===== config.mk =====
export PLATFORM = sky130hd
export DESIGN_NAME = wayAlloc
export DESIGN_NICKNAME = d
export VERILOG_FILES = /design/src/hw/bpPkg.sv /design/src/hw/wayAlloc.sv
export SDC_FILE = /design/constraint.sdc
export NUM_CORES = 1
export LEC_CHECK = 0
export BUFFER_PORTS_ARGS = -buffer_cell sky130_fd_sc_hd__buf_2
export CAP_MARGIN = 20
export CELL_PAD_IN_SITES_DETAIL_PLACEMENT = 1
export CELL_PAD_IN_SITES_GLOBAL_PLACEMENT = 2
export CORE_AREA = 3 3 54 56
export DETAILED_ROUTE_END_ITERATION = 7
export DIE_AREA = 0 0 57 59
export GPL_ROUTABILITY_DRIVEN = 1
export PLACE_DENSITY_LB_ADDON = 0.1
export RECOVER_POWER = 100
export REMOVE_ABC_BUFFERS = 1
export SLEW_MARGIN = 20
export SYNTH_ARGS = -nofsm -noshare
export SYNTH_HDL_FRONTEND = slang
export SYNTH_SLANG_ARGS = --single-unit
export TNS_END_PERCENT = 30

===== constraint.sdc =====
create_clock -name clk -period 1.04 [get_ports clk]
set_input_delay 0.156 -clock clk [delete_from_list [all_inputs] [get_ports clk]]
set_output_delay 0.156 -clock clk [all_outputs]
set_load 0.02 [all_outputs]

===== src/hw/bpPkg.sv =====
package bpPkg;

    ////////////////////////////////////////////////////////////
    // sizes
    ////////////////////////////////////////////////////////////

    localparam int ADDR_BITS  = 32;                 // pc and target width
    localparam int INDEX_BITS = 5;                  // set index, pc[6:2]
    localparam int TAG_BITS   = 25;                 // tag, pc[31:7]
    localparam int NUM_SETS   = 1 << INDEX_BITS;
    localparam int NUM_WAYS   = 4;
    localparam int WAY_BITS   = 2;                  // victim pointer width

    ////////////////////////////////////////////////////////////
    // types
    ////////////////////////////////////////////////////////////

    typedef enum logic [1:0] {
        BR_NONE = 2'b00,                            // not a branch, never stored
        BR_COND = 2'b01,
        BR_JUMP = 2'b10
    } brType_t;

    // local history on top, then one counter per history pattern
    typedef struct packed {
        logic [1:0] hist;                           // newest outcome in bit 0
        logic [1:0] ctr3;
        logic [1:0] ctr2;
        logic [1:0] ctr1;
        logic [1:0] ctr0;
    } bpLog_t;

    typedef struct packed {
        logic                 valid;
        logic [ADDR_BITS-1:0] pc;
        logic [ADDR_BITS-1:0] target;
        brType_t              brType;
    } buildReq_t;

    typedef struct packed {
        logic                 valid;
        logic [ADDR_BITS-1:0] pc;
        logic                 taken;                // resolved direction
    } updateReq_t;

    typedef struct packed {
        logic                 valid;
        logic [ADDR_BITS-1:0] pc;
    } fetchReq_t;

    typedef struct packed {
        logic                 hit;
        logic [ADDR_BITS-1:0] target;
        brType_t              brType;
        bpLog_t               log;
    } wayLookup_t;

    typedef struct packed {
        logic                 valid;
        logic                 hit;
        logic                 taken;
        logic [ADDR_BITS-1:0] target;
        brType_t              brType;
    } predResp_t;

endpackage


===== src/hw/wayAlloc.sv =====
module wayAlloc import bpPkg::*; (
    input  logic                clk,
    input  logic                rstn,

    input  buildReq_t           build,
    input  logic [NUM_WAYS-1:0] buildHit,       // per way duplicate flag
    input  logic [NUM_WAYS-1:0] buildFree,      // per way empty flag

    output logic [NUM_WAYS-1:0] wayWrite        // one-hot, zero when idle
);

    logic [WAY_BITS-1:0] victim;                // round robin pointer
    logic                doWrite;
    logic                setFull;
    logic [NUM_WAYS-1:0] lowFree;
    logic [NUM_WAYS-1:0] victimSel;

    ////////////////////////////////////////////////////////////
    // way choice
    ////////////////////////////////////////////////////////////

    // drop non-branches and anything already stored
    assign doWrite = build.valid && (build.brType != BR_NONE) && !(|buildHit);
    assign setFull = !(|buildFree);

    // isolate the lowest set bit
    assign lowFree   = buildFree & (~buildFree + 1'b1);
    assign victimSel = {{(NUM_WAYS-1){1'b0}}, 1'b1} << victim;

    always_comb begin
        if (!doWrite) begin
            wayWrite = '0;
        end else if (setFull) begin
            wayWrite = victimSel;               // evict
        end else begin
            wayWrite = lowFree;
        end
    end

    ////////////////////////////////////////////////////////////
    // victim pointer
    ////////////////////////////////////////////////////////////

    always_ff @(posedge clk) begin
        if (!rstn) begin
            victim <= '0;
        end else if (doWrite && setFull) begin
            victim <= victim + 1'b1;            // wraps mod NUM_WAYS
        end
    end

    wayWriteOneHot: assert property (
        @(posedge clk) disable iff (!rstn)
        $onehot0(wayWrite)
    );

endmodule


=== Yosys cells after proc, flatten, opt, wreduce, memory -nomap -nowiden ===
Cells that the tools add are included.

* Output and inout bits: 4
* Flip-flop bits (word level): 2
* Word-level logic and storage cells: 16
* Bits of input ports: 77

* Add/subtract/negate cells: 2
* Shifts and indexed selects: 1
* Bitwise operators: 2
* Reduce and logical (&&, ||, !) cells: 8
* Muxes and demuxes: 2

{| class="wikitable"
|+ Operators by type and width
! cell !! count
|-
| 4-bit 2-to-1 mux || 2
|-
| 4-bit OR reduction || 2
|-
| 4-bit by 1-bit adder with 4-bit output (second input constant) || 1
|-
| 4-bit bitwise AND || 1
|-
| 4-bit inverter || 1
|-
| 1-bit by 2-bit << shifter with 4-bit output (first input constant) || 1
|-
| 1-bit logical AND || 3
|-
| 2-bit by 1-bit adder with 2-bit output (second input constant) || 1
|-
| 1-bit logical NOT || 2
|-
| 2-bit nonzero test || 1
|}

=== Longest topological paths before layout ===
* Word-level depth: 5
* Mapped depth: 4

=== Worst setup path after synthesis ===
No wires, ideal clock.

* Path kind: register -> output
* From: reg victim[0]
* To: out wayWrite[2]
* Stages on the path, launching flop included: 5
* Arrival: 1224 ps
* Buffers on the path: 0
* Slack: -340 ps
* Cells stage by stage: dfxtp_1 > inv_1 > ha_1 > a21oi_1 > nor4_1

* Cells in the longest elaborated chain, start to end: 3

{| class="wikitable"
|+ RTL lines
! element !! RTL line !! RTL
|-
| from (decl) || wayAlloc.sv:12 || <nowiki>logic [WAY_BITS-1:0] victim;</nowiki>
|-
| from (signal assigned) || wayAlloc.sv:48 || <nowiki>victim <= victim + 1'b1;</nowiki>
|-
| 1-bit by 2-bit << shifter with 4-bit output || wayAlloc.sv:28 || <nowiki>assign victimSel = {{(NUM_WAYS-1){1'b0}}, 1'b1} << victim;</nowiki>
|-
| 4-bit 2-to-1 mux || wayAlloc.sv:33 || <nowiki>end else if (setFull) begin</nowiki>
|-
| 4-bit 2-to-1 mux || wayAlloc.sv:31 || <nowiki>if (!doWrite) begin</nowiki>
|-
| to (decl) || wayAlloc.sv:9 || <nowiki>output logic [NUM_WAYS-1:0] wayWrite</nowiki>
|}

No other way between the ends.

=== Worst setup path after layout ===
* From: reg victim[0]
* To: out wayWrite[0]

Same word-level chain as after synthesis.

==> metrics.md <==
| Metric | Value |
|---|---|
| Cells on worst reg2reg path | 6 |
| Class of the most critical hold timing path | in2reg |
| Sw Share | 0.238 |
| Clock Power Share | 0.532 |
| Final ANT Viol Nets | 0 |
| Crit path capture type | output pin |
| Fin Hold WS | 0.218 ns |
| H-tree Lvls | 1 |
| Fraction of layout cells with a size suffix above 1 | 0.724 |
| CTS Root Cell | clkbuf_4 |
| Detailed placer's ending HPWL | 731 um |
| Synth warn | 0 |
| Post-synthesis sequential area ratio | 0.163 |
| GRT overflow | 0 |
| Slew headroom | 0.756 |
| Final net count | 141 |
| Mapped Avg Cell Area | 8.46 um2 |
| Gate Count Post-Synth | 29 |
| Core box area | 0.00248 mm2 |
| Mapped Area | 245 um2 |
| Wire per inst | 10.0 um |
| Cell row count | 18 |
| Maxcap violations | 0 |
| Layout fillers | roughly 310 |
| Io pins | 81 |
| First-pass GRT wire length | 1.50 mm |
| Port Buffer Count | 16 |
| Crit share post-route | 1.41 |
| Clock sinks | 2 |
| Area of the multi-input gates | 245 um2 |
| Synth Register Bits | 2 |
| Worst setup slack after placement | -0.243 ns |
| Comb pwr share | 0.231 |
| Largest register FFs | 2 |
| Clk_skew | 0.00122 ns |
| Post-route non-filler standard cell count | a little under 90 |
| Net Switching | 75.4 uW |
| # DRC | 0 |
| CTS tree | done |
| Final hold vios | 0 |
| F_max | 684 MHz |
| Initial antenna violation count | 0 |
| CTS Buf Count | 3 |
| Synth cell types | 15 |
| Largest Register | victim |
| Final TNS setup | -1.49 ns |
| CP Max Fanout | 2 |
| Largest regs | victim x2 |
| Slew Viols, Final | 0 |
| Initial core utilization | 0.0990 |
| P per Cell Area | 599 mW/mm2 |
| Antenna diode count | 0 |
| Vias in the first global route | 355 |
| Worst setup margin | -0.422 ns |
| Iter 0 DRT Violations | 1 |
| Die area | ~0.0034 mm2 |
| Clock transition at path regs | about 0.030 ns |
| Seq pwr share | 0.237 |
| Hold Crit Depth | 3 |
| Fin crit period | 1.46 ns |
| Synth top area cells | ha_1 20%, dfxtp_1 16%, nor4_4 8.7% |
| Startpoint Class | flip-flop |
| Least-Margin Pin Slew | 0.364 ns |
| Total GRT Usage | 0.0582 |
| Routed WL | between 800 and 900 um |
| DIE HEIGHT | 59 um |
| Placed cells | 81 |
| Maximum VDD drop | 0.000297 V |
| Commonest cells after routing, fill and taps aside | 14 x buf_2, 11 x buf_4, 4 x nand2_1 |
| Seq. cell area | ~45 um2 |
| P_int | 241 uW |
| Largest net degree at the start of global routing | 5 |
| Via count | 318 |
| Synth area leader | ha_1 |
| Placer Congestion | ~0.63 |
| Width of the die | 57 um |
| RSZ-0062 raised after global routing | yes |
| Final setup viols | 5 |
| Avg Vias per Cell | 3.61 |
| Most common cell after layout, fill and taps aside | buf_2 |
| Clock tree buffer depth | 2 |
| Router iterations before antenna repair | 2 |
| Hold_buf cts | 0 |
| Finished Core Util | 0.213 |
| Area delta synth->final | 115% |
| Worst path arrival time | 1.31 ns |
| WS Path Type | reg2out |
| Failing checks | negative setup slack |
| Status | finished with violations |
| Worst Path Required | approximately 0.88 ns |
| Post-synth top area share | 0.204 |
| Worst-skew pair later-pin latency | about 0.22 ns |
| Leakage | 0.000225 uW |
[through the flow]
| stage | instance area (um2) | total power (uW) |
|---|---|---|
| 6_report | 528 | 316 |
| 5_1_grt | 528 | 340 |
| 4_1_cts | 493 | 330 |
| 3_5_place_dp | 408 | 147 |
| 3_3_place_gp | 408 | 144 |
| 2_1_floorplan | 245 | 95.2 |
[final cells by class]
type,count,share of cell area
Multi-Input combinational cell,24,0.464
Timing Repair Buffer,26,0.310
Sequential cell,2,0.0853
Tap cell,30,0.0711
Clock buffer,3,0.0427
Inverter,3,0.0261
[path summary, 6_finish.rpt]
kind / from / to / slack, ns
min reg2reg: victim[1]$_SDFFE_PN0P_ / victim[1]$_SDFFE_PN0P_ / 0.52
max reg2reg: victim[0]$_SDFFE_PN0P_ / victim[1]$_SDFFE_PN0P_ / -0.05
min: rstn / victim[1]$_SDFFE_PN0P_ / 0.22
max: victim[0]$_SDFFE_PN0P_ / wayWrite[0] / -0.42
[synthesized netlist by cell type]
cell,number
a21oi_1,3
and2b_2,1
dfxtp_1,2
ha_1,4
inv_1,3
mux2i_1,2
nand2_1,4
nor2_1,2
nor2b_1,1
nor3_2,1
nor4_1,2
nor4_4,1
o2111a_2,1
o211ai_1,1
o21bai_1,1
[timing repair]
action	4_1_cts	5_1_grt
endpoints found under the setup margin	4	5
buffers inserted	3	1
pin swaps	4	4
gates resized for setup	11	6
[cell families (layout without fill, tap and decap cells)]
group	count (synthesis)	in the layout	share of synthesized area
buffers and inverters	3	32	0.0459
AND/OR/NAND/NOR	12	12	0.332
adder cells (fa/ha/maj)	4	4	0.204
flip-flops	2	2	0.163
AO/OA/AOI/OAI	6	6	0.173
multiplexers	2	2	0.0816
[per-layer routing]
layer	track usage	vias up	wire [um]
met5	0	-	0
met4	0.0397	0	0
met3	0.0109	0	64
met2	0.0995	10	470
met1	0.0656	146	346
li1	-	162	-
[worst max-delay path: stages, from the launching register on]
cell,delay (ns)
dfxtp_2,0.32
buf_4,0.11
inv_4,0.03
buf_4,0.14
ha_4,0.15
a21oi_2,0.12
nor2_1,0.05
buf_4,0.17
[power groups by stage]
stage,Clock (uW),Combinational [uW],Sequential [uW]
after floorplan,0,16.8,78.4
after global placement,0,65.8,78.4
after detailed placement,0,68.8,78.5
after CTS,183,71.9,74.8
after global routing,186,79.8,74.8
final,168,73.1,74.9
(Power assumes the default switching activity.)
