===== config.mk =====
export PLATFORM = sky130hd
export DESIGN_NAME = predWay
export DESIGN_NICKNAME = d
export VERILOG_FILES = /design/src/hw/bpPkg.sv /design/src/hw/historyLog.sv /design/src/hw/predWay.sv
export SDC_FILE = /design/constraint.sdc
export NUM_CORES = 2
export LEC_CHECK = 0
export BUFFER_PORTS_ARGS = -buffer_cell sky130_fd_sc_hd__buf_2
export CORE_MARGIN = 3
export CORE_UTILIZATION = 42
export DETAILED_ROUTE_END_ITERATION = 8
export GPL_TIMING_DRIVEN = 0
export HOLD_SLACK_MARGIN = 0.1
export PLACE_DENSITY = 0.66
export REMOVE_ABC_BUFFERS = 1
export SYNTH_ARGS = -nofsm -noshare
export SYNTH_HDL_FRONTEND = slang
export SYNTH_SLANG_ARGS = --single-unit

===== constraint.sdc =====
create_clock -name clk -period 6.9 [get_ports clk]
set_input_delay 1.38 -clock clk [delete_from_list [all_inputs] [get_ports clk]]
set_output_delay 1.38 -clock clk [all_outputs]
set_load 0.02 [all_outputs]

===== src/hw/bpPkg.sv =====
package bpPkg;

    ////////////////////////////////////////////////////////////
    // sizes
    ////////////////////////////////////////////////////////////

    localparam int ADDR_BITS  = 32;                 // pc and target width
    localparam int INDEX_BITS = 5;                  // set index, pc[6:2]
    localparam int TAG_BITS   = 25;                 // tag, pc[31:7]
    localparam int NUM_SETS   = 1 << INDEX_BITS;
    localparam int NUM_WAYS   = 4;
    localparam int WAY_BITS   = 2;                  // victim pointer width

    ////////////////////////////////////////////////////////////
    // types
    ////////////////////////////////////////////////////////////

    typedef enum logic [1:0] {
        BR_NONE = 2'b00,                            // not a branch, never stored
        BR_COND = 2'b01,
        BR_JUMP = 2'b10
    } brType_t;

    // local history on top, then one counter per history pattern
    typedef struct packed {
        logic [1:0] hist;                           // newest outcome in bit 0
        logic [1:0] ctr3;
        logic [1:0] ctr2;
        logic [1:0] ctr1;
        logic [1:0] ctr0;
    } bpLog_t;

    typedef struct packed {
        logic                 valid;
        logic [ADDR_BITS-1:0] pc;
        logic [ADDR_BITS-1:0] target;
        brType_t              brType;
    } buildReq_t;

    typedef struct packed {
        logic                 valid;
        logic [ADDR_BITS-1:0] pc;
        logic                 taken;                // resolved direction
    } updateReq_t;

    typedef struct packed {
        logic                 valid;
        logic [ADDR_BITS-1:0] pc;
    } fetchReq_t;

    typedef struct packed {
        logic                 hit;
        logic [ADDR_BITS-1:0] target;
        brType_t              brType;
        bpLog_t               log;
    } wayLookup_t;

    typedef struct packed {
        logic                 valid;
        logic                 hit;
        logic                 taken;
        logic [ADDR_BITS-1:0] target;
        brType_t              brType;
    } predResp_t;

endpackage


===== src/hw/historyLog.sv =====
module historyLog import bpPkg::*; (
    input  brType_t brType,
    input  logic    backward,                       // target below pc
    input  logic    taken,
    input  bpLog_t  oldLog,
    output bpLog_t  initLog,
    output bpLog_t  nextLog
);

    logic [1:0] selCtr;                             // counter picked by hist
    logic [1:0] newCtr;

    ////////////////////////////////////////////////////////////
    // log for a freshly built entry
    ////////////////////////////////////////////////////////////

    always_comb begin
        case (brType)
            BR_JUMP: initLog = '{hist: 2'b11, ctr3: 2'b11, ctr2: 2'b11,
                                 ctr1: 2'b11, ctr0: 2'b11};
            BR_COND: begin
                if (backward) begin                 // loops lean taken
                    initLog = '{hist: 2'b11, ctr3: 2'b10, ctr2: 2'b10,
                                ctr1: 2'b10, ctr0: 2'b01};
                end else begin
                    initLog = '{hist: 2'b00, ctr3: 2'b10, ctr2: 2'b01,
                                ctr1: 2'b01, ctr0: 2'b01};
                end
            end
            default: initLog = '0;
        endcase
    end

    ////////////////////////////////////////////////////////////
    // training on a resolved outcome
    ////////////////////////////////////////////////////////////

    always_comb begin
        case (oldLog.hist)
            2'd0:    selCtr = oldLog.ctr0;
            2'd1:    selCtr = oldLog.ctr1;
            2'd2:    selCtr = oldLog.ctr2;
            default: selCtr = oldLog.ctr3;
        endcase

        if (taken) begin
            newCtr = (selCtr == 2'b11) ? 2'b11 : selCtr + 2'd1;  // saturate high
        end else begin
            newCtr = (selCtr == 2'b00) ? 2'b00 : selCtr - 2'd1;  // saturate low
        end

        nextLog = oldLog;
        nextLog.hist = {oldLog.hist[0], taken};     // shift in newest outcome
        case (oldLog.hist)
            2'd0:    nextLog.ctr0 = newCtr;
            2'd1:    nextLog.ctr1 = newCtr;
            2'd2:    nextLog.ctr2 = newCtr;
            default: nextLog.ctr3 = newCtr;
        endcase
    end

endmodule


===== src/hw/predWay.sv =====
module predWay import bpPkg::*; (
    input  logic       clk,
    input  logic       rstn,

    input  buildReq_t  build,
    input  logic       wayWrite,                    // this way takes the build
    input  updateReq_t update,
    input  fetchReq_t  fetch,

    output logic       buildHit,                    // build pc already stored here
    output logic       buildFree,                   // build set empty in this way
    output wayLookup_t lookup
);

    ////////////////////////////////////////////////////////////
    // storage
    ////////////////////////////////////////////////////////////

    logic [NUM_SETS-1:0]  validArr;
    logic [TAG_BITS-1:0]  tagArr    [NUM_SETS];
    logic [ADDR_BITS-1:0] targetArr [NUM_SETS];
    brType_t              typeArr   [NUM_SETS];
    bpLog_t               logArr    [NUM_SETS];

    logic [INDEX_BITS-1:0] bIdx;
    logic [INDEX_BITS-1:0] uIdx;
    logic [INDEX_BITS-1:0] fIdx;
    logic [TAG_BITS-1:0]   bTag;
    logic [TAG_BITS-1:0]   uTag;
    logic [TAG_BITS-1:0]   fTag;

    logic   updHit;
    logic   backward;
    bpLog_t initLog;
    bpLog_t nextLog;

    assign bIdx = build.pc[INDEX_BITS+1:2];
    assign uIdx = update.pc[INDEX_BITS+1:2];
    assign fIdx = fetch.pc[INDEX_BITS+1:2];

    assign bTag = build.pc[ADDR_BITS-1:INDEX_BITS+2];
    assign uTag = update.pc[ADDR_BITS-1:INDEX_BITS+2];
    assign fTag = fetch.pc[ADDR_BITS-1:INDEX_BITS+2];

    ////////////////////////////////////////////////////////////
    // three read ports
    ////////////////////////////////////////////////////////////

    // build port, feeds the allocator
    assign buildHit  = validArr[bIdx] && (tagArr[bIdx] == bTag);
    assign buildFree = !validArr[bIdx];

    // update port
    assign updHit = update.valid && validArr[uIdx] && (tagArr[uIdx] == uTag);

    // fetch port, raw entry, merged in hitSelect
    assign lookup.hit    = validArr[fIdx] && (tagArr[fIdx] == fTag);
    assign lookup.target = targetArr[fIdx];
    assign lookup.brType = typeArr[fIdx];
    assign lookup.log    = logArr[fIdx];

    assign backward = build.target < build.pc;

    historyLog uLog (
        .brType   (build.brType),
        .backward (backward),
        .taken    (update.taken),
        .oldLog   (logArr[uIdx]),
        .initLog  (initLog),
        .nextLog  (nextLog)
    );

    ////////////////////////////////////////////////////////////
    // writes
    ////////////////////////////////////////////////////////////

    always_ff @(posedge clk) begin
        if (!rstn) begin
            validArr <= '0;
        end else if (wayWrite) begin
            validArr[bIdx] <= 1'b1;
        end
    end

    always_ff @(posedge clk) begin
        if (updHit) begin
            logArr[uIdx] <= nextLog;                // train on outcome
        end
        if (wayWrite) begin                         // a build wins on the same entry
            tagArr[bIdx]    <= bTag;
            targetArr[bIdx] <= build.target;
            typeArr[bIdx]   <= build.brType;
            logArr[bIdx]    <= initLog;
        end
    end

    // only real branches are ever stored
    noHitOnNone: assert property (
        @(posedge clk) disable iff (!rstn)
        lookup.hit |-> (lookup.brType != BR_NONE)
    );

endmodule


* Yosys cells after proc, flatten, opt, wreduce, memory -nomap -nowiden
Memories as Yosys holds them, arrays and structs flattened.
Cells that the tools add are included.
W data, S select, Z words.
** Operators by class
- Add/subtract/negate cells :: 2
- $lt $le $gt $ge :: 5
- Equal/unequal tests :: 8
- Muxes and demuxes :: 22
- Bitwise operators :: 1
- Reductions and logical operators :: 9
** Operators with widths (count)
- $eq A25 B25 Y1 :: 3
- $lt A32 B32 Y1 :: 1
- $or A32 B32 Y32 :: 1
- $pmux W10 S2 :: 1
- $lt A5 B6 Y1 const B :: 3
- $bmux W1 S5 :: 3
- $mux W2 :: 7
- $mux W10 :: 1
- $mux W1 :: 8
- $eq A2 B2 Y1 const B :: 3
- $pmux W2 S3 :: 1
- $demux W1 S5 :: 1
- $ge A5 B1 Y1 const B :: 1
- $logic_and A1 B1 Y1 :: 5
- $eq A2 B1 Y1 const B :: 2
- $logic_not A2 Y1 :: 2
- $reduce_or A3 Y1 :: 1
- $add A2 B1 Y2 const B :: 1
- $sub A2 B1 Y2 const B :: 1
- $logic_not A1 Y1 :: 1
** Storage, ports and cells
- Flip-flop bits (word level) :: 32
- Memory bits (writable) :: 2208
- Input port bits :: 137
- Logic and storage cells :: 52
- Memories :: 4
** Memory list
- targetArr :: words 32, width 32, rd ports 1, clocked after Yosys merged registers in 0, wr ports 1, RTL line predWay.sv:21 : logic [ADDR_BITS-1:0] targetArr [NUM_SETS];
- tagArr :: words 32, width 25, rd ports 3, clocked after Yosys merged registers in 0, wr ports 1, RTL line predWay.sv:20 : logic [TAG_BITS-1:0] tagArr [NUM_SETS];
- logArr :: words 32, width 10, rd ports 2, clocked after Yosys merged registers in 0, wr ports 2, RTL line predWay.sv:23 : bpLog_t logArr [NUM_SETS];
- typeArr :: words 32, width 2, rd ports 1, clocked after Yosys merged registers in 0, wr ports 1, RTL line predWay.sv:22 : brType_t typeArr [NUM_SETS];

* Logic depth before layout (Yosys ltp)
An unclocked memory read counts as a cell.
- Word-level depth :: 7
- Mapped depth :: 16

* Cells and area by module
A second synthesis with hierarchy kept.
** Unflattened totals
- Cells, all modules :: 5706
- Area total of the unflattened synthesis :: 106644.8 sq um
** By module, submodules not included
- predWay :: instances 1, cells an instance 5656, area an instance 106335.7 sq um, seq. area each 66944.2 sq um
- historyLog :: instances 1, cells an instance 50, area an instance 309.0 sq um, seq. area each 0.0 sq um

* Worst setup path before layout
No wires, ideal clock.
- Path kind :: in2out
- Start :: input port fetch[2] in the netlist's numbering
- End :: output port lookup[44] in the netlist's numbering
- Arrival time :: 4704 ps
- Required time :: 5520 ps
- Slack :: 816 ps
- Stages :: 12
- Buffers on the path :: 6
- Cell sequence :: buf_2 buf_4 buf_4 buf_2 buf_2 buf_1 mux4_2 a22oi_1 nand4_1 xnor2_1 nand3_1 nor4_1
** RTL lines
- start: declaration :: RTL line predWay.sv:8 : input fetchReq_t fetch,
- end: declaration :: RTL line predWay.sv:12 : output wayLookup_t lookup

==> summary.md <==
| Metric | Value |
|---|---|
| Initial DRC count | 10,994 |
| Gpl congestion | 0.862 |
| Synthesized-area fraction occupied by and/or/nand/nor cells | 0.0312 |
| EDFF count, synth | 2,208 |
| Worst EP required | 5.52 ns |
| Core area | 249,000 um2 |
| Min setup slack post-route | -0.263 ns |
| H-Tree Depth | 4 |
| Die width | 506 um |
| Max Clock Skew | 0.0309 ns |
| Slew @ Worst Pin | 1.43 ns |
| Worst reg-to-reg setup slack | 2.48 ns |
| First-pass GRT wire length | 505,000 um |
| Root Driver | clkbuf_16 |
| Max clock buf depth | 3 |
| Share of layout cells above drive strength 1 | 0.277 |
| Worst Setup EP | lookup[44] |
| Die area | 256,000 um2 |
| Count of cell types in the netlist | 66 |
| Row cnt | 183 |
| RSZ-0062 raised after global routing | true |
| Vias | 65,979 |
| Total Neg Setup Slack | -0.263 ns |
| Worst min path class | reg2reg |
| Largest family of logic cells by synthesized area | multiplexers |
| PD cells | 252 nW/um2 |
| Total CTS buffers | 220 |
| Antenna violations before repair | 40 |
| Max cap viols | 0 |
| FF+latch count, synth | 2,240 |
| Clock Latency Late Sink | 0.89 ns |
| Post-Synth XOR/XNOR Area | 0.00625 |
| R2r endpoint | logArr[23][6]$_DFFE_PP_ |
| Fin crit period | 7.16 ns |
| Initial Utilization | 0.422 |
| Vert. Die Dim | 506 um |
| Final hold violation count | 0 |
| Final instance area | 120,000 um2 |
| Vias in the first global route | 64,353 |
| CTS hold repair buffers | 0 |
| Nets | 6,309 |
| Max Clock Freq | 0.140 GHz |
| Worst r2r path cells | 10 |
| Total GRT Usage | 0.279 |
| Pin count of the biggest net entering global routing | 103 |
| Outcome | finished with violations |
| Register area share after synthesis | 0.637 |
| Clock transition at the registers of the reported paths | 0.06 ns |
| Crit. End Element | primary output |
| Post-synthesis mux area share | 0.246 |
| Setup-failing EPs final | 1 |
| Failing checks | negative setup slack |
| Worst setup SP type | input port |
| Post-synthesis cell area | 105,000 um2 |
| Synth-to-layout area growth | 14.3% |
| Worst Hold Path Cells | 1 |
| Sink Count | 2,240 |
| DRC violations left | 0 |
| Arrival @ worst endpoint | 5.78 ns |
| 1st-pass router iterations | 8 |
| Overflow after GRT | 0 |
| Syn Inst Count | 5,965 |
| Final period utilization | 1.04 |
| CP Launch Point | fetch[5] |
| Vias per inst | 6.83 |
| Crit Path Max Fanout | 51 |
| CP Class | in2out |
| Synth warn | 0 |
| Startpoint of the worst register-to-register path | tagArr[26][13]$_DFFE_PP_ |
| Area of placed instances | 112,000 um2 |
| Leak | 39.6 nW |
| Pins Over Slew Limit | 0 |
| Worst slew margin | 0.0492 |
| WL/cell | 37.7 um |
| Post-DP HPWL | 211,000 um |
| Synth Area per Inst | 17.6 um2 |
| I/O pin count | 184 |
| Most used DFF post-synth | edfxtp_1 |
| Async SR Flop Fraction | 0 |
| Adder-Cell Fraction of Synth Area | 0.00393 |
| CTS tree | done |
| Synth Area in Compound Gates | 0.0535 |
| Post-DRT Antenna Nets | 0 |
| Peak VDD IR | 254 uV |
| Routed wire length | 364,000 um |
| Buffers on Ports | 177 |
## Yosys cell counts (39+ instances only)
cell type	instances	area [um2]
mux4_2	848	19100
mux2_2	107	1200
o21ai_0	201	1010
a22oi_1	135	1010
inv_1	40	150
xor2_1	39	342
nor4_1	65	407
buf_1	83	312
clkbuf_1	219	822
a21oi_1	130	651
nand4_1	48	300
edfxtp_1	2208	66300
buf_2	94	470
nand2_1	333	1250
o22ai_1	316	1980
nor2_1	97	364
mux2i_1	556	5570
## stage by stage
stage	utilization	power, mW	hold slack [ns]	instances	setup slack (ns)
2_1_floorplan	-	17.0	0.473	5522	-0.709
3_3_place_gp	0.434	19.1	0.484	9029	-23.35
3_5_place_dp	0.450	18.5	0.495	9209	-2.10
4_1_cts	0.482	30.2	0.512	9630	-0.103
5_1_grt	0.483	31.0	0.535	9649	-0.200
6_report	0.483	30.2	0.513	9657	-0.263
## cell type report
type	instances	area, um2
antenna	15	37.5
clock buffer	279	5860
clock inverter	116	1090
fill	20317	129000
inverter	74	455
multi-input combinational	3208	36300
sequential	2240	66900
tap	3330	4170
timing repair buffer	395	5260
## worst min-delay path by stage
stage                                    from                   endpoint  slack (ns)
floorplan            validArr[1]$_SDFFE_PN0P_   validArr[1]$_SDFFE_PN0P_        0.47
global placement    validArr[16]$_SDFFE_PN0P_  validArr[16]$_SDFFE_PN0P_        0.48
detailed placement   validArr[7]$_SDFFE_PN0P_   validArr[7]$_SDFFE_PN0P_        0.50
CTS                  validArr[7]$_SDFFE_PN0P_   validArr[7]$_SDFFE_PN0P_        0.51
global route        validArr[26]$_SDFFE_PN0P_  validArr[26]$_SDFFE_PN0P_        0.54
finish              validArr[26]$_SDFFE_PN0P_  validArr[26]$_SDFFE_PN0P_        0.51
## layer usage
layer	global-route usage	vias up	share of wire
met5	0	-	0.00030
li1	-	25496	-
met4	0.164	18	0.068
met2	0.423	4964	0.46
met3	0.0683	1110	0.12
met1	0.366	34391	0.36
## layout by cell type (no fill, tap or decap), drive strengths merged, types with 23 or more instances in the layout
| cell type | n |
|---|---|
| edfxtp | 2208 |
| mux4 | 848 |
| mux2i | 556 |
| buf | 374 |
| nand2 | 333 |
| o22ai | 316 |
| clkbuf | 280 |
| o21ai | 209 |
| a22oi | 135 |
| a21oi | 130 |
| clkinv | 121 |
| mux2 | 107 |
| nor2 | 97 |
| nor4 | 66 |
| nand4 | 50 |
| inv | 46 |
| xor2 | 39 |
| xnor2 | 36 |
| o21a | 35 |
| ha | 33 |
| dfxtp | 32 |
| nor2b | 23 |
## critical path: stages
cell,delay [ns]
buf_4,0.65
buf_16,0.32
inv_12,0.28
nor2_1,0.67
a22o_1,0.24
a221oi_1,0.09
a221oi_1,0.47
buf_4,0.27
nand3_1,0.08
o21ai_0,0.24
nand4b_1,0.24
nor4_4,0.39
buf_2,0.23
## where the power goes
part	leakage, nW	internal (mW)	switching [mW]
combinational	16.1	1.24	1.89
clock	3.38	6.59	5.26
sequential	20.2	15.2	0.0658
total	39.6	23.0	7.22
## flip-flops by register name, summed over array words and instances (netlist names)
signal	count
targetArr	1024
tagArr	800
logArr	320
typeArr	64
validArr	32
## cell families (layout without fill, tap and decap cells)
family	Yosys count	after routing
AND/OR/NAND/NOR	682	682
XOR/XNOR	75	75
multiplexers	1511	1511
other	0	15
flip-flops	2240	2240
adder cells (fa/ha/maj)	33	33
buffers and inverters	517	864
AO/OA/AOI/OAI	907	907
## repair_timing
action,4_1_cts,5_1_grt
setup endpoints to repair,122,276
gates cloned,20,1
pin swaps,3,10
setup buffers,6,11
gates resized for setup,36,13
Note: power is estimated with default switching activity, not from simulation.
